**config.mk**
```make
export PLATFORM = sky130hd
export DESIGN_NAME = ti_mem_glue
export DESIGN_NICKNAME = d
export VERILOG_FILES = /design/src/hw/ti_mem_pkg.sv /design/src/hw/ti_mem_ifs.sv /design/src/hw/reset_clock_ctrl.sv /design/src/hw/rom_load_map.sv /design/src/hw/mem_port_mux.sv /design/src/hw/sdram_req_toggle.sv /design/src/hw/ti_mem_glue.sv
export SDC_FILE = /design/constraint.sdc
export NUM_CORES = 1
export LEC_CHECK = 0
export ABC_AREA = 0
export BUFFER_PORTS_ARGS = -buffer_cell sky130_fd_sc_hd__buf_2
export CAP_MARGIN = 0
export CORE_MARGIN = 5
export CORE_UTILIZATION = 33
export CTS_BUF_LIST = sky130_fd_sc_hd__clkbuf_8
export DETAILED_ROUTE_END_ITERATION = 16
export HOLD_SLACK_MARGIN = 0.15
export PLACE_DENSITY = 0.8
export SYNTH_ARGS = -nofsm -noshare
export SYNTH_HDL_FRONTEND = slang
export SYNTH_SLANG_ARGS = --single-unit
```
**constraint.sdc**
```tcl
create_clock -name clk_sys -period 2.26 [get_ports clk_sys]
set_clock_uncertainty 0.15 [all_clocks]
set_input_delay 0.113 -clock clk_sys [delete_from_list [all_inputs] [get_ports clk_sys]]
set_output_delay 0.113 -clock clk_sys [all_outputs]
set_load 0.005 [all_outputs]
```
**src/hw/ti_mem_pkg.sv**
```systemverilog
package ti_mem_pkg;

    // ------------------------------------------------------------------
    // Widths shared by the memory glue
    // ------------------------------------------------------------------

    // Byte address into the external SDRAM
    typedef logic [24:0] sdram_addr_t;
    // CPU word address
    typedef logic [18:0] cpu_addr_t;
    typedef logic [15:0] mem_data_t;
    typedef logic [7:0]  load_byte_t;
    // Active high byte lanes, bit 1 is the upper byte
    typedef logic [1:0]  byte_en_t;
    typedef logic [7:0]  img_index_t;
    typedef logic [5:0]  rom_mask_t;

    // ------------------------------------------------------------------
    // Download image index codes
    // ------------------------------------------------------------------

    localparam img_index_t IDX_C_A = 8'h02;
    localparam img_index_t IDX_C_B = 8'h01;
    localparam img_index_t IDX_D_A = 8'h03;
    localparam img_index_t IDX_D_B = 8'h41;
    localparam img_index_t IDX_G_A = 8'h04;
    localparam img_index_t IDX_G_B = 8'h81;

    // ------------------------------------------------------------------
    // SDRAM region offsets
    // ------------------------------------------------------------------

    // Cartridge port, paged
    localparam sdram_addr_t C_OFFSET   = 25'h000_0000;
    localparam sdram_addr_t D_OFFSET   = 25'h000_2000;
    // GROM area
    localparam sdram_addr_t G_OFFSET   = 25'h008_6000;
    // Full system ROM image
    localparam sdram_addr_t ROM_OFFSET = 25'h008_0000;

endpackage

```
**src/hw/ti_mem_ifs.sv**
```systemverilog
// Download write path from the ROM mapper to the port mux
interface load_req_if;
    logic                     wr;
    ti_mem_pkg::sdram_addr_t  addr;
    ti_mem_pkg::byte_en_t     be;
    ti_mem_pkg::mem_data_t    wdata;

    modport source (
        output wr, addr, be, wdata
    );

    modport sink (
        input  wr, addr, be, wdata
    );
endinterface

// Selected access levels towards the SDRAM request generator
interface mem_req_if;
    logic                     rd;
    logic                     we;
    ti_mem_pkg::sdram_addr_t  addr;
    ti_mem_pkg::byte_en_t     be;
    ti_mem_pkg::mem_data_t    wdata;

    modport source (
        output rd, we, addr, be, wdata
    );

    modport sink (
        input  rd, we, addr, be, wdata
    );
endinterface

```
**src/hw/reset_clock_ctrl.sv**
```systemverilog
module reset_clock_ctrl #(
    parameter int CLK_EN_DIV = 4
) (
    input  logic clk_sys,
    input  logic reset,
    input  logic menu_reset_i,
    input  logic button_reset_i,
    input  logic dl_active_i,
    output logic core_reset_o,
    output logic clk_en_10m7_o
);

    import ti_mem_pkg::*;

    localparam int CNT_W = (CLK_EN_DIV > 2) ? $clog2(CLK_EN_DIV) : 1;

    logic [CNT_W-1:0] div_cnt;

    // A running download keeps the core in reset too
    always_ff @(posedge clk_sys) begin
        core_reset_o <= reset | menu_reset_i | button_reset_i | dl_active_i;
    end

    // ------------------------------------------------------------------
    // Clock enable divider
    // ------------------------------------------------------------------

    always_ff @(posedge clk_sys) begin
        if (reset) begin
            div_cnt       <= '0;
            clk_en_10m7_o <= 1'b0;
        end else begin
            if (div_cnt == CNT_W'(CLK_EN_DIV - 1))
                div_cnt <= '0;
            else
                div_cnt <= div_cnt + 1'b1;
            // Pulse on count 1, so the first one lands two cycles out of reset
            clk_en_10m7_o <= (div_cnt == CNT_W'(1));
        end
    end

endmodule

```
**src/hw/rom_load_map.sv**
```systemverilog
module rom_load_map (
    input  logic                    clk_sys,
    input  logic                    reset,
    input  ti_mem_pkg::img_index_t  dl_index_i,
    input  logic                    dl_wr_i,
    input  ti_mem_pkg::sdram_addr_t dl_addr_i,
    input  ti_mem_pkg::load_byte_t  dl_data_i,
    output ti_mem_pkg::rom_mask_t   rommask_o,
    load_req_if.source              load_o
);

    import ti_mem_pkg::*;

    sdram_addr_t region_offset;
    logic        is_d_image;
    rom_mask_t   size_mask;

    // Region of the SDRAM map per image type
    always_comb begin
        if (dl_index_i == IDX_C_A || dl_index_i == IDX_C_B)
            region_offset = C_OFFSET;
        else if (dl_index_i == IDX_D_A || dl_index_i == IDX_D_B)
            region_offset = D_OFFSET;
        else if (dl_index_i == IDX_G_A || dl_index_i == IDX_G_B)
            region_offset = G_OFFSET;
        else
            region_offset = ROM_OFFSET;
    end

    assign load_o.wr    = dl_wr_i;
    assign load_o.addr  = dl_addr_i + region_offset;
    // Even byte goes to the upper lane
    assign load_o.be    = {~dl_addr_i[0], dl_addr_i[0]};
    assign load_o.wdata = {dl_data_i, dl_data_i};

    // ------------------------------------------------------------------
    // ROM page mask from the size of the last D image
    // ------------------------------------------------------------------

    assign is_d_image = (dl_index_i == IDX_D_A) || (dl_index_i == IDX_D_B);

    always_comb begin
        if (!is_d_image)
            size_mask = 6'b111111;
        else if (dl_addr_i < 25'h000_4000)
            size_mask = 6'b000001;
        else if (dl_addr_i < 25'h000_8000)
            size_mask = 6'b000011;
        else if (dl_addr_i < 25'h001_0000)
            size_mask = 6'b000111;
        else if (dl_addr_i < 25'h002_0000)
            size_mask = 6'b001111;
        else if (dl_addr_i < 25'h004_0000)
            size_mask = 6'b011111;
        else
            size_mask = 6'b111111;
    end

    always_ff @(posedge clk_sys) begin
        if (reset)
            rommask_o <= '1;
        else if (dl_wr_i)
            rommask_o <= size_mask;
    end

endmodule

```
**src/hw/mem_port_mux.sv**
```systemverilog
module mem_port_mux (
    input  logic                  dl_active_i,
    load_req_if.sink              load_i,
    input  ti_mem_pkg::cpu_addr_t cpu_addr_i,
    input  logic                  cpu_ce_n_i,
    input  logic                  cpu_we_n_i,
    input  ti_mem_pkg::byte_en_t  cpu_be_n_i,
    input  ti_mem_pkg::mem_data_t cpu_wdata_i,
    mem_req_if.source             mem_o
);

    import ti_mem_pkg::*;

    logic        cpu_rd;
    logic        cpu_we;
    sdram_addr_t cpu_byte_addr;

    // CPU strobes are active low
    assign cpu_we = ~(cpu_ce_n_i | cpu_we_n_i);
    assign cpu_rd = ~(cpu_ce_n_i | ~cpu_we_n_i);

    // Word address to byte address, top of the map unused by the CPU
    assign cpu_byte_addr = {5'b00000, cpu_addr_i, 1'b0};

    // ------------------------------------------------------------------
    // Port ownership
    // ------------------------------------------------------------------

    always_comb begin
        if (dl_active_i) begin
            // Loader only writes
            mem_o.rd    = 1'b0;
            mem_o.we    = load_i.wr;
            mem_o.addr  = load_i.addr;
            mem_o.be    = load_i.be;
            mem_o.wdata = load_i.wdata;
        end else begin
            mem_o.rd    = cpu_rd;
            mem_o.we    = cpu_we;
            mem_o.addr  = cpu_byte_addr;
            mem_o.be    = ~cpu_be_n_i;
            mem_o.wdata = cpu_wdata_i;
        end
    end

endmodule

```
**src/hw/sdram_req_toggle.sv**
```systemverilog
module sdram_req_toggle (
    input  logic                    clk_sys,
    input  logic                    reset,
    mem_req_if.sink                 mem_i,
    output logic                    sdram_req_o,
    output logic                    sdram_we_o,
    output ti_mem_pkg::sdram_addr_t sdram_addr_o,
    output ti_mem_pkg::byte_en_t    sdram_be_o,
    output ti_mem_pkg::mem_data_t   sdram_wdata_o
);

    import ti_mem_pkg::*;

    logic rd_q;
    logic we_q;
    logic new_access;

    // Rising edge of either level starts one access
    assign new_access = (mem_i.rd & ~rd_q) | (mem_i.we & ~we_q);

    always_ff @(posedge clk_sys) begin
        if (reset) begin
            rd_q        <= 1'b0;
            we_q        <= 1'b0;
            sdram_req_o <= 1'b0;
            sdram_we_o  <= 1'b0;
        end else begin
            rd_q <= mem_i.rd;
            we_q <= mem_i.we;
            if (new_access) begin
                sdram_req_o <= ~sdram_req_o;
                sdram_we_o  <= mem_i.we;
            end
        end
    end

    // Controller samples these with the toggle
    assign sdram_addr_o  = mem_i.addr;
    assign sdram_be_o    = mem_i.be;
    assign sdram_wdata_o = mem_i.wdata;

endmodule

```
**src/hw/ti_mem_glue.sv**
```systemverilog
module ti_mem_glue #(
    parameter int CLK_EN_DIV = 4
) (
    input  logic                    clk_sys,
    input  logic                    reset,

    // Reset requests from the menu and the board
    input  logic                    menu_reset_i,
    input  logic                    button_reset_i,

    // ROM download port
    input  logic                    dl_active_i,
    input  ti_mem_pkg::img_index_t  dl_index_i,
    input  logic                    dl_wr_i,
    input  ti_mem_pkg::sdram_addr_t dl_addr_i,
    input  ti_mem_pkg::load_byte_t  dl_data_i,

    // CPU memory port
    input  ti_mem_pkg::cpu_addr_t   cpu_addr_i,
    input  logic                    cpu_ce_n_i,
    input  logic                    cpu_we_n_i,
    input  ti_mem_pkg::byte_en_t    cpu_be_n_i,
    input  ti_mem_pkg::mem_data_t   cpu_wdata_i,

    output logic                    core_reset_o,
    output logic                    clk_en_10m7_o,
    output ti_mem_pkg::rom_mask_t   rommask_o,

    // SDRAM controller port
    output logic                    sdram_req_o,
    output logic                    sdram_we_o,
    output ti_mem_pkg::sdram_addr_t sdram_addr_o,
    output ti_mem_pkg::byte_en_t    sdram_be_o,
    output ti_mem_pkg::mem_data_t   sdram_wdata_o
);

    import ti_mem_pkg::*;

    load_req_if load_bus ();
    mem_req_if  mem_bus ();

    // ------------------------------------------------------------------
    // Core reset and clock enable
    // ------------------------------------------------------------------

    reset_clock_ctrl #(
        .CLK_EN_DIV     (CLK_EN_DIV)
    ) u_reset_clock_ctrl (
        .clk_sys        (clk_sys),
        .reset          (reset),
        .menu_reset_i   (menu_reset_i),
        .button_reset_i (button_reset_i),
        .dl_active_i    (dl_active_i),
        .core_reset_o   (core_reset_o),
        .clk_en_10m7_o  (clk_en_10m7_o)
    );

    // ------------------------------------------------------------------
    // Download mapping and SDRAM access path
    // ------------------------------------------------------------------

    rom_load_map u_rom_load_map (
        .clk_sys        (clk_sys),
        .reset          (reset),
        .dl_index_i     (dl_index_i),
        .dl_wr_i        (dl_wr_i),
        .dl_addr_i      (dl_addr_i),
        .dl_data_i      (dl_data_i),
        .rommask_o      (rommask_o),
        .load_o         (load_bus.source)
    );

    mem_port_mux u_mem_port_mux (
        .dl_active_i    (dl_active_i),
        .load_i         (load_bus.sink),
        .cpu_addr_i     (cpu_addr_i),
        .cpu_ce_n_i     (cpu_ce_n_i),
        .cpu_we_n_i     (cpu_we_n_i),
        .cpu_be_n_i     (cpu_be_n_i),
        .cpu_wdata_i    (cpu_wdata_i),
        .mem_o          (mem_bus.source)
    );

    sdram_req_toggle u_sdram_req_toggle (
        .clk_sys        (clk_sys),
        .reset          (reset),
        .mem_i          (mem_bus.sink),
        .sdram_req_o    (sdram_req_o),
        .sdram_we_o     (sdram_we_o),
        .sdram_addr_o   (sdram_addr_o),
        .sdram_be_o     (sdram_be_o),
        .sdram_wdata_o  (sdram_wdata_o)
    );

endmodule

```
==> run summary, run 1 <==
## Timing
* 0 — max-slew violation total from the final report
* 0.607 ns — Worst Max-Slew Pin Slew
* 2.56 ns — shortest period the worst path allows
* 8 — endpoints failing setup
* 113% — part of the cycle the worst path needs
* yes — RSZ-0062 raised after global routing
* -0.296 ns — Worst Setup Slack, final
* 0 — final number of hold-violating endpoints
* 391 MHz — achievable clock frequency
* 59.5% — worst relative slew slack

## Global route
* 1771 — vias in the first global route
* 0 — number of antenna violations at the first check in global routing
* 37 — pin count of the biggest net entering global routing
* 16.9% — All-Layer GR Usage
* 0 — overall overflow remaining after global route
* 7.48 mm — wire length of the first global-routing pass

## Finish
* 59.7% — post-layout util
* 0 — diodes inserted
* 433 — Final #Nets
* 78.3% — relative area change from synthesis to final layout
* 54.7% — share of layout cells above drive strength 1
* 390 — final non-filler cell total

## Outcome
* negative setup slack — failing checks
* finished with violations — result of the run

## Routing
* 4.62 mm — aggregate routed wire length
* 41 — drt initial violations
* 4 — total iterations of the first detailed-routing run
* 1775 — vias after detailed routing
* 0 — DRC violations left
* 0 — number of routed nets with antenna violations
* 4.55 — detailed-route vias per instance
* 11.8 um — Wirelength per Cell

## Yosys
* 182 — Syn Inst Count
* 19.7% — share of the synthesized area in the top cell type
* 0% — share of async-settable or async-resettable flops after synthesis
* sky130_fd_sc_hd__dfxtp_1 — post-synthesis cell type with the largest combined area
* sky130_fd_sc_hd__inv_1 (24), sky130_fd_sc_hd__o21ai_0 (20), sky130_fd_sc_hd__nand2_1 (17) — most numerous cell types in the synthesized netlist
* 0 — number of enable flip-flop cells after synthesis
* sky130_fd_sc_hd__dfxtp_1 — commonest register cell after synthesis
* sky130_fd_sc_hd__dfxtp_1 (20%), sky130_fd_sc_hd__mux2_2 (12%), sky130_fd_sc_hd__o21ai_0 (7.6%) — ranking of synthesized cells by area
* 41 — number of distinct standard cells referenced by the synthesized netlist
* 1320 um2 — synthesized cell area
* 0 — count of synthesis-stage warnings from yosys
* 274 — Post-Syn Nets
* 19.7% — sequential area share after synthesis
* 7.25 um2 — synthesized area divided by synthesized cell count
* sky130_fd_sc_hd__inv_1 — most frequent cell after synthesis
* 13 — #FFs+latches synth

## Clock tree
* sky130_fd_sc_hd__clkbuf_8 — clock tree root driver cell
* 13 — clock net sink count
* 1 — maximum level of the CTS H-tree
* yes — CTS tree
* 0.23 ns — latest clock arrival within the worst-skew pair
* 3 — CTS buffer count
* 2 — buffers from clock root to sink, at most
* 0.05 ns — Clk pin slew, worst setup/hold paths

## Placement
* 3.90 mm — hpwl dp
* 0.816 — RePlAce Congestion
* 372 — placed instance count
* -0.352 ns — pre-CTS setup slack
* 137 — number of buffer cells added on primary ports

## Critical path
* 0.91 ns — register-to-register path setup slack
* 2.29 ns — arrival time reported for the critical path endpoint
* u_rom_load_map.rommask_o[1]$_SDFFE_PP1P_ — reg-to-reg critical path endpoint
* primary input to primary output — Crit Path Class
* 2.00 ns — Critical Path RT
* 3 — number of cell instances on the worst register-to-register path
* u_rom_load_map.rommask_o[1]$_SDFFE_PP1P_ — launch point of the worst reg-to-reg path
* sdram_addr_o[23] — worst setup path end
* primary output — CP endpoint kind
* 4 — maximum net fanout on the critical path
* dl_index_i[3] — beginning of the critical path
* primary input — startpoint kind of the worst setup timing path

## Power and ir drop
* 323 nW/um2 — PwrDens
* 0.761 mW — overall power of the completed layout
* 1.27 nW — Static Leak
* 335 uV — Max VDD drop

## Min path
* primary input to flop — Min-Delay Path Class

## Floorplan
* 73.2 um — horizontal die dimension
* 3940 um2 — Placeable Area
* 5360 um2 — area enclosed by the die boundary
* 73.2 um — die height
* 23 — cell row count
* 33.5% — initial core utilization
* 139 — number of primary I/O pins

## Flow run
* 0 — max_cap viols

[layer usage]
layer	track usage (%)	up-vias	share of wire [%]
met5	0	-	0
met4	3.07	0	0.80
met3	3.72	4	10
met2	33.6	74	53
met1	17.9	759	37
li1	-	938	-
[how the worst min path moves through the flow]
stage	cells after the start	start	endpoint
finish	3	dl_addr_i[15]	u_rom_load_map.rommask_o[2]$_SDFFE_PP1P_
global route	3	dl_addr_i[15]	u_rom_load_map.rommask_o[2]$_SDFFE_PP1P_
CTS	4	dl_addr_i[17]	u_rom_load_map.rommask_o[4]$_SDFFE_PP1P_
detailed placement	2	button_reset_i	u_reset_clock_ctrl.core_reset_o$_DFF_P_
global placement	2	button_reset_i	u_reset_clock_ctrl.core_reset_o$_DFF_P_
floorplan	1	reset	u_reset_clock_ctrl.clk_en_10m7_o$_SDFF_PP0_
[cells in the final DEF (no fill, tap or decap), drive strengths merged, types with 2 or more instances in the layout]
cell type / n
buf: 152
inv: 25
o21ai: 20
nand2: 17
mux2: 14
nor2: 13
dfxtp: 13
a21oi: 13
dlygate4sd3: 11
nor3: 8
xor2: 7
or3: 6
ha: 5
o21bai: 4
nand2b: 3
nand4: 3
clkbuf: 3
nor2b: 2
nor4: 2
[flip-flops by register name, summed over array words and instances, names as in the netlist]
register	cells
u_rom_load_map.rommask_o	5
u_reset_clock_ctrl.core_reset_o	1
u_sdram_req_toggle.we_q	1
u_sdram_req_toggle.sdram_req_o	1
u_reset_clock_ctrl.clk_en_10m7_o	1
u_reset_clock_ctrl.div_cnt	2
u_sdram_req_toggle.sdram_we_o	1
u_sdram_req_toggle.rd_q	1
[through the flow]
stage               setup TNS (ns)  cell area, um2  hold WS (ns)
floorplan                   -0.164            1340        0.0346
global placement             -1.31            2140         0.148
detailed placement           -1.70            2140         0.144
CTS                          -1.87            2340         0.163
global route                 -2.78            2350         0.204
finish                       -1.79            2350         0.158
[cell families (layout without fill, tap and decap cells)]
group / Yosys count / count (layout) / share of synthesized area (%)
adders and majority gates: 6 / 6 / 6.26
DFF: 13 / 13 / 19.7
xor gates and xnor gates: 8 / 8 / 5.31
other: 1 / 1 / 0.284
and+or+nand+nor: 62 / 62 / 25.8
muxes: 15 / 15 / 12.7
AOI/OAI and AO/OA: 44 / 44 / 20.0
buffers and inverters: 33 / 191 / 9.95
[power breakdown]
part           switching (mW)  leakage (nW)  total [mW]  internal [mW]
logic                   0.140          1.13       0.319          0.178
registers             0.00649         0.107       0.248          0.242
clock network          0.0748        0.0269       0.194          0.119
total                   0.222          1.27       0.761          0.540
[timing repair]
| action | CTS | global route |
|---|---|---|
| endpoints found under the hold margin | 13 | 0 |
| hold buffers | 11 | 0 |
| resized for setup | 9 | 2 |
| buffers inserted | 3 | 0 |
| endpoints found under the setup margin | 8 | 10 |
| pin swaps | 11 | 2 |
[critical path, cell delays in order]
cell	delay, ns
sky130_fd_sc_hd__buf_6	0.09
sky130_fd_sc_hd__or3_4	0.39
sky130_fd_sc_hd__nand4b_4	0.19
sky130_fd_sc_hd__nand2_1	0.08
sky130_fd_sc_hd__ha_2	0.18
sky130_fd_sc_hd__inv_2	0.04
sky130_fd_sc_hd__fa_2	0.32
sky130_fd_sc_hd__and2b_2	0.25
sky130_fd_sc_hd__a21oi_2	0.07
sky130_fd_sc_hd__or3_1	0.33
sky130_fd_sc_hd__a21oi_2	0.12
sky130_fd_sc_hd__buf_2	0.12
[cell type report]
cell class / count / area [um2]
flip-flops and latches: 13 / 260
clock inverters: 1 / 3.75
clock buffers: 3 / 41.3
fillers: 370 / 1590
repair buffers: 163 / 932
well taps: 50 / 62.6
inverters: 24 / 90.1
multi-input cells: 136 / 963
No activity file was read; power rests on OpenSTA's default activity.
==> inputs of run 2 (changes only) <==
- SKIP_CTS_REPAIR_TIMING: not set -> 1
==> run 2 against run 1 <==
Net effect:
- the run still ends with negative setup slack left
- cell count shrank 0.77%
- first-iteration DRC count shrank 22%
- via count shrank 0.62%
- critical path type unchanged
- largest cell class unchanged
==> run summary, run 2 (synthesis results as in run 1) <==
## Clock tree
* 0.05 ns — Clk pin slew, worst setup/hold paths, about the same
* yes — CTS tree
* 13 — clock net sink count, unchanged
* 0.23 ns — latest clock arrival within the worst-skew pair, about the same
* 1 — maximum level of the CTS H-tree, unchanged
* 2 — buffers from clock root to sink, at most, unchanged
* 3 — CTS buffer count, unchanged
* sky130_fd_sc_hd__clkbuf_8 — clock tree root driver cell

## Critical path
* primary output — CP endpoint kind
* primary input — startpoint kind of the worst setup timing path
* sky130_fd_sc_hd__or3_4 — worst-path cell with the longest stage delay
* buf_6, or3_4, nand4b_4, nand2_1, ha_2, inv_2, fa_2, and2b_2, a21oi_2, or3_4, a21oi_2, buf_2 — list of cells traversed by the critical path
* 2.00 ns — Critical Path RT, about the same
* primary input to primary output — Crit Path Class
* u_sdram_req_toggle.rd_q$_SDFF_PP0_ — launch point of the worst reg-to-reg path
* dl_index_i[3] — beginning of the critical path
* 4 — maximum net fanout on the critical path, unchanged
* 2.33 ns — arrival time reported for the critical path endpoint, +0.04 ns
* 0.39 ns — max incr delay on CP, about the same

## Placement
* 372 — placed instance count, unchanged
* 137 — number of buffer cells added on primary ports, unchanged
* 0.816 — RePlAce Congestion, unchanged
* 2140 um2 — post-placement cell area, unchanged
* 3.90 mm — hpwl dp, unchanged
* -0.352 ns — pre-CTS setup slack, unchanged

## Finish
* 430 — Final #Nets, -0.69%
* 2320 um2 — final cell area excluding filler cells, -1.5%
* u_rom_load_map.rommask_o — register with the highest flop count
* 54.6% — share of layout cells above drive strength 1, -0.11 points
* 387 — final non-filler cell total, -0.77%
* u_rom_load_map.rommask_o x5, u_reset_clock_ctrl.div_cnt x2 — registers with the most flip-flops
* sky130_fd_sc_hd__buf_2 (135), sky130_fd_sc_hd__inv_1 (24), sky130_fd_sc_hd__o21ai_0 (20), sky130_fd_sc_hd__nand2_1 (16), sky130_fd_sc_hd__mux2_2 (14) — commonest non-fill, non-tap cells in the layout
* 0 — diodes inserted, unchanged
* 372 — fill cell total of the finished layout, +0.54%
* 75.5% — relative area change from synthesis to final layout
* sky130_fd_sc_hd__buf_2 — most frequent standard cell in the layout excluding fill and tap cells
* 5 — number of flip-flops under the largest register name, unchanged

## Power and ir drop
* 1.25 nW — Static Leak, -1.0%
* 0.758 mW — overall power of the completed layout, -0.38%
* 327 nW/um2 — PwrDens, +1.2%
* 335 uV — Max VDD drop, about the same

## Timing
* 0 — final number of hold-violating endpoints, unchanged
* -0.338 ns — Worst Setup Slack, final, -0.0423 ns
* 115% — part of the cycle the worst path needs, +1.9 points
* 10 — endpoints failing setup, +2
* 0.138 ns — post-route worst hold slack, -0.0198 ns
* 0.608 ns — Worst Max-Slew Pin Slew, +0.000517 ns
* 385 MHz — achievable clock frequency, -1.6%
* 0 — max-slew violation total from the final report, unchanged
* yes — RSZ-0062 raised after global routing
* 2.60 ns — shortest period the worst path allows, +0.0423 ns
* 59.5% — worst relative slew slack, about the same

## Min path
* primary input to flop — Min-Delay Path Class
* dl_addr_i[15] — min-delay src

## Global route
* 16.1% — All-Layer GR Usage, -0.82 points
* 0 — number of antenna violations at the first check in global routing, unchanged
* 0 — overall overflow remaining after global route, unchanged
* 7.11 mm — wire length of the first global-routing pass, -5.0%
* 1670 — vias in the first global route, -5.7%
* 37 — pin count of the biggest net entering global routing, unchanged

## Routing
* 1764 — vias after detailed routing, -0.62%
* 0 — DRC violations left, unchanged
* 0 — number of routed nets with antenna violations, unchanged
* 4.56 — detailed-route vias per instance, +0.15%
* 4.65 mm — aggregate routed wire length, +0.61%
* 5 — total iterations of the first detailed-routing run, +1
* 12.0 um — Wirelength per Cell, +1.4%
* 32 — drt initial violations, -22%

## Floorplan
* 3940 um2 — Placeable Area, unchanged
* 139 — number of primary I/O pins, unchanged
* 23 — cell row count, unchanged
* 5360 um2 — area enclosed by the die boundary, unchanged
* 73.2 um — horizontal die dimension, unchanged
* 33.5% — initial core utilization, unchanged
* 73.2 um — die height, unchanged

## Outcome
* negative setup slack — failing checks
* finished with violations — result of the run

## Flow run
* 0 — max_cap viols, unchanged

run 2: cell count changes in the layout (fill, tap and decap cells not counted), sizes merged:
cell	before	now
dlygate4sd3	11	9
buf	152	151
run 2: area by class of cell:
type	instances	area (um2)	area share, %
flip-flops and latches	13	260	11.2
clock inverters	1	3.75	0.162
well taps	50	62.6	2.70
multi-input cells	136	958	41.4
inverters	24	90.1	3.89
clock buffers	3	41.3	1.78
repair buffers	160	901	38.9
run 2: path summary, 6_finish.rpt:
check                                                     end  cells past startpoint  slack [ns]
setup / recovery                             sdram_addr_o[21]                     12       -0.34
hold reg to reg    u_sdram_req_toggle.sdram_we_o$_SDFFE_PP0P_                      2        0.32
hold / removal       u_rom_load_map.rommask_o[1]$_SDFFE_PP1P_                      3        0.14
setup reg to reg  u_sdram_req_toggle.sdram_req_o$_SDFFE_PP0P_                      4        1.18
run 2: worst max-delay path, delay by kind of cell:
kind | cells | cell delay (ns)
AND/OR/NAND/NOR | 5 | 1.27
adder cells (fa/ha/maj) | 2 | 0.50
buffers and inverters | 3 | 0.25
AO/OA/AOI/OAI | 2 | 0.20
run 2: per-layer routing:
layer  global-route usage [%]  vias to the layer above  share of wire, %
met3                     4.13                        4                10
met5                        0                        -                 0
met1                     17.4                      757                36
met2                     31.0                       74                53
met4                     3.07                        0              0.80
li1                         -                      929                 -
run 2: per-stage QoR:
| step | util (%) | setup TNS (ns) |
|---|---|---|
| 2_1_floorplan | - | -0.164 |
| 3_3_place_gp | 54.2 | -1.31 |
| 3_5_place_dp | 54.2 | -1.70 |
| 4_1_cts | 55.3 | -1.80 |
| 5_1_grt | 58.8 | -2.76 |
| 6_report | 58.8 | -1.60 |
run 2: where the power goes:
group | internal [mW] | leakage, nW | switching (mW)
combinational | 0.176 | 1.12 | 0.140
sequential | 0.242 | 0.107 | 0.00649
clock | 0.119 | 0.0269 | 0.0747
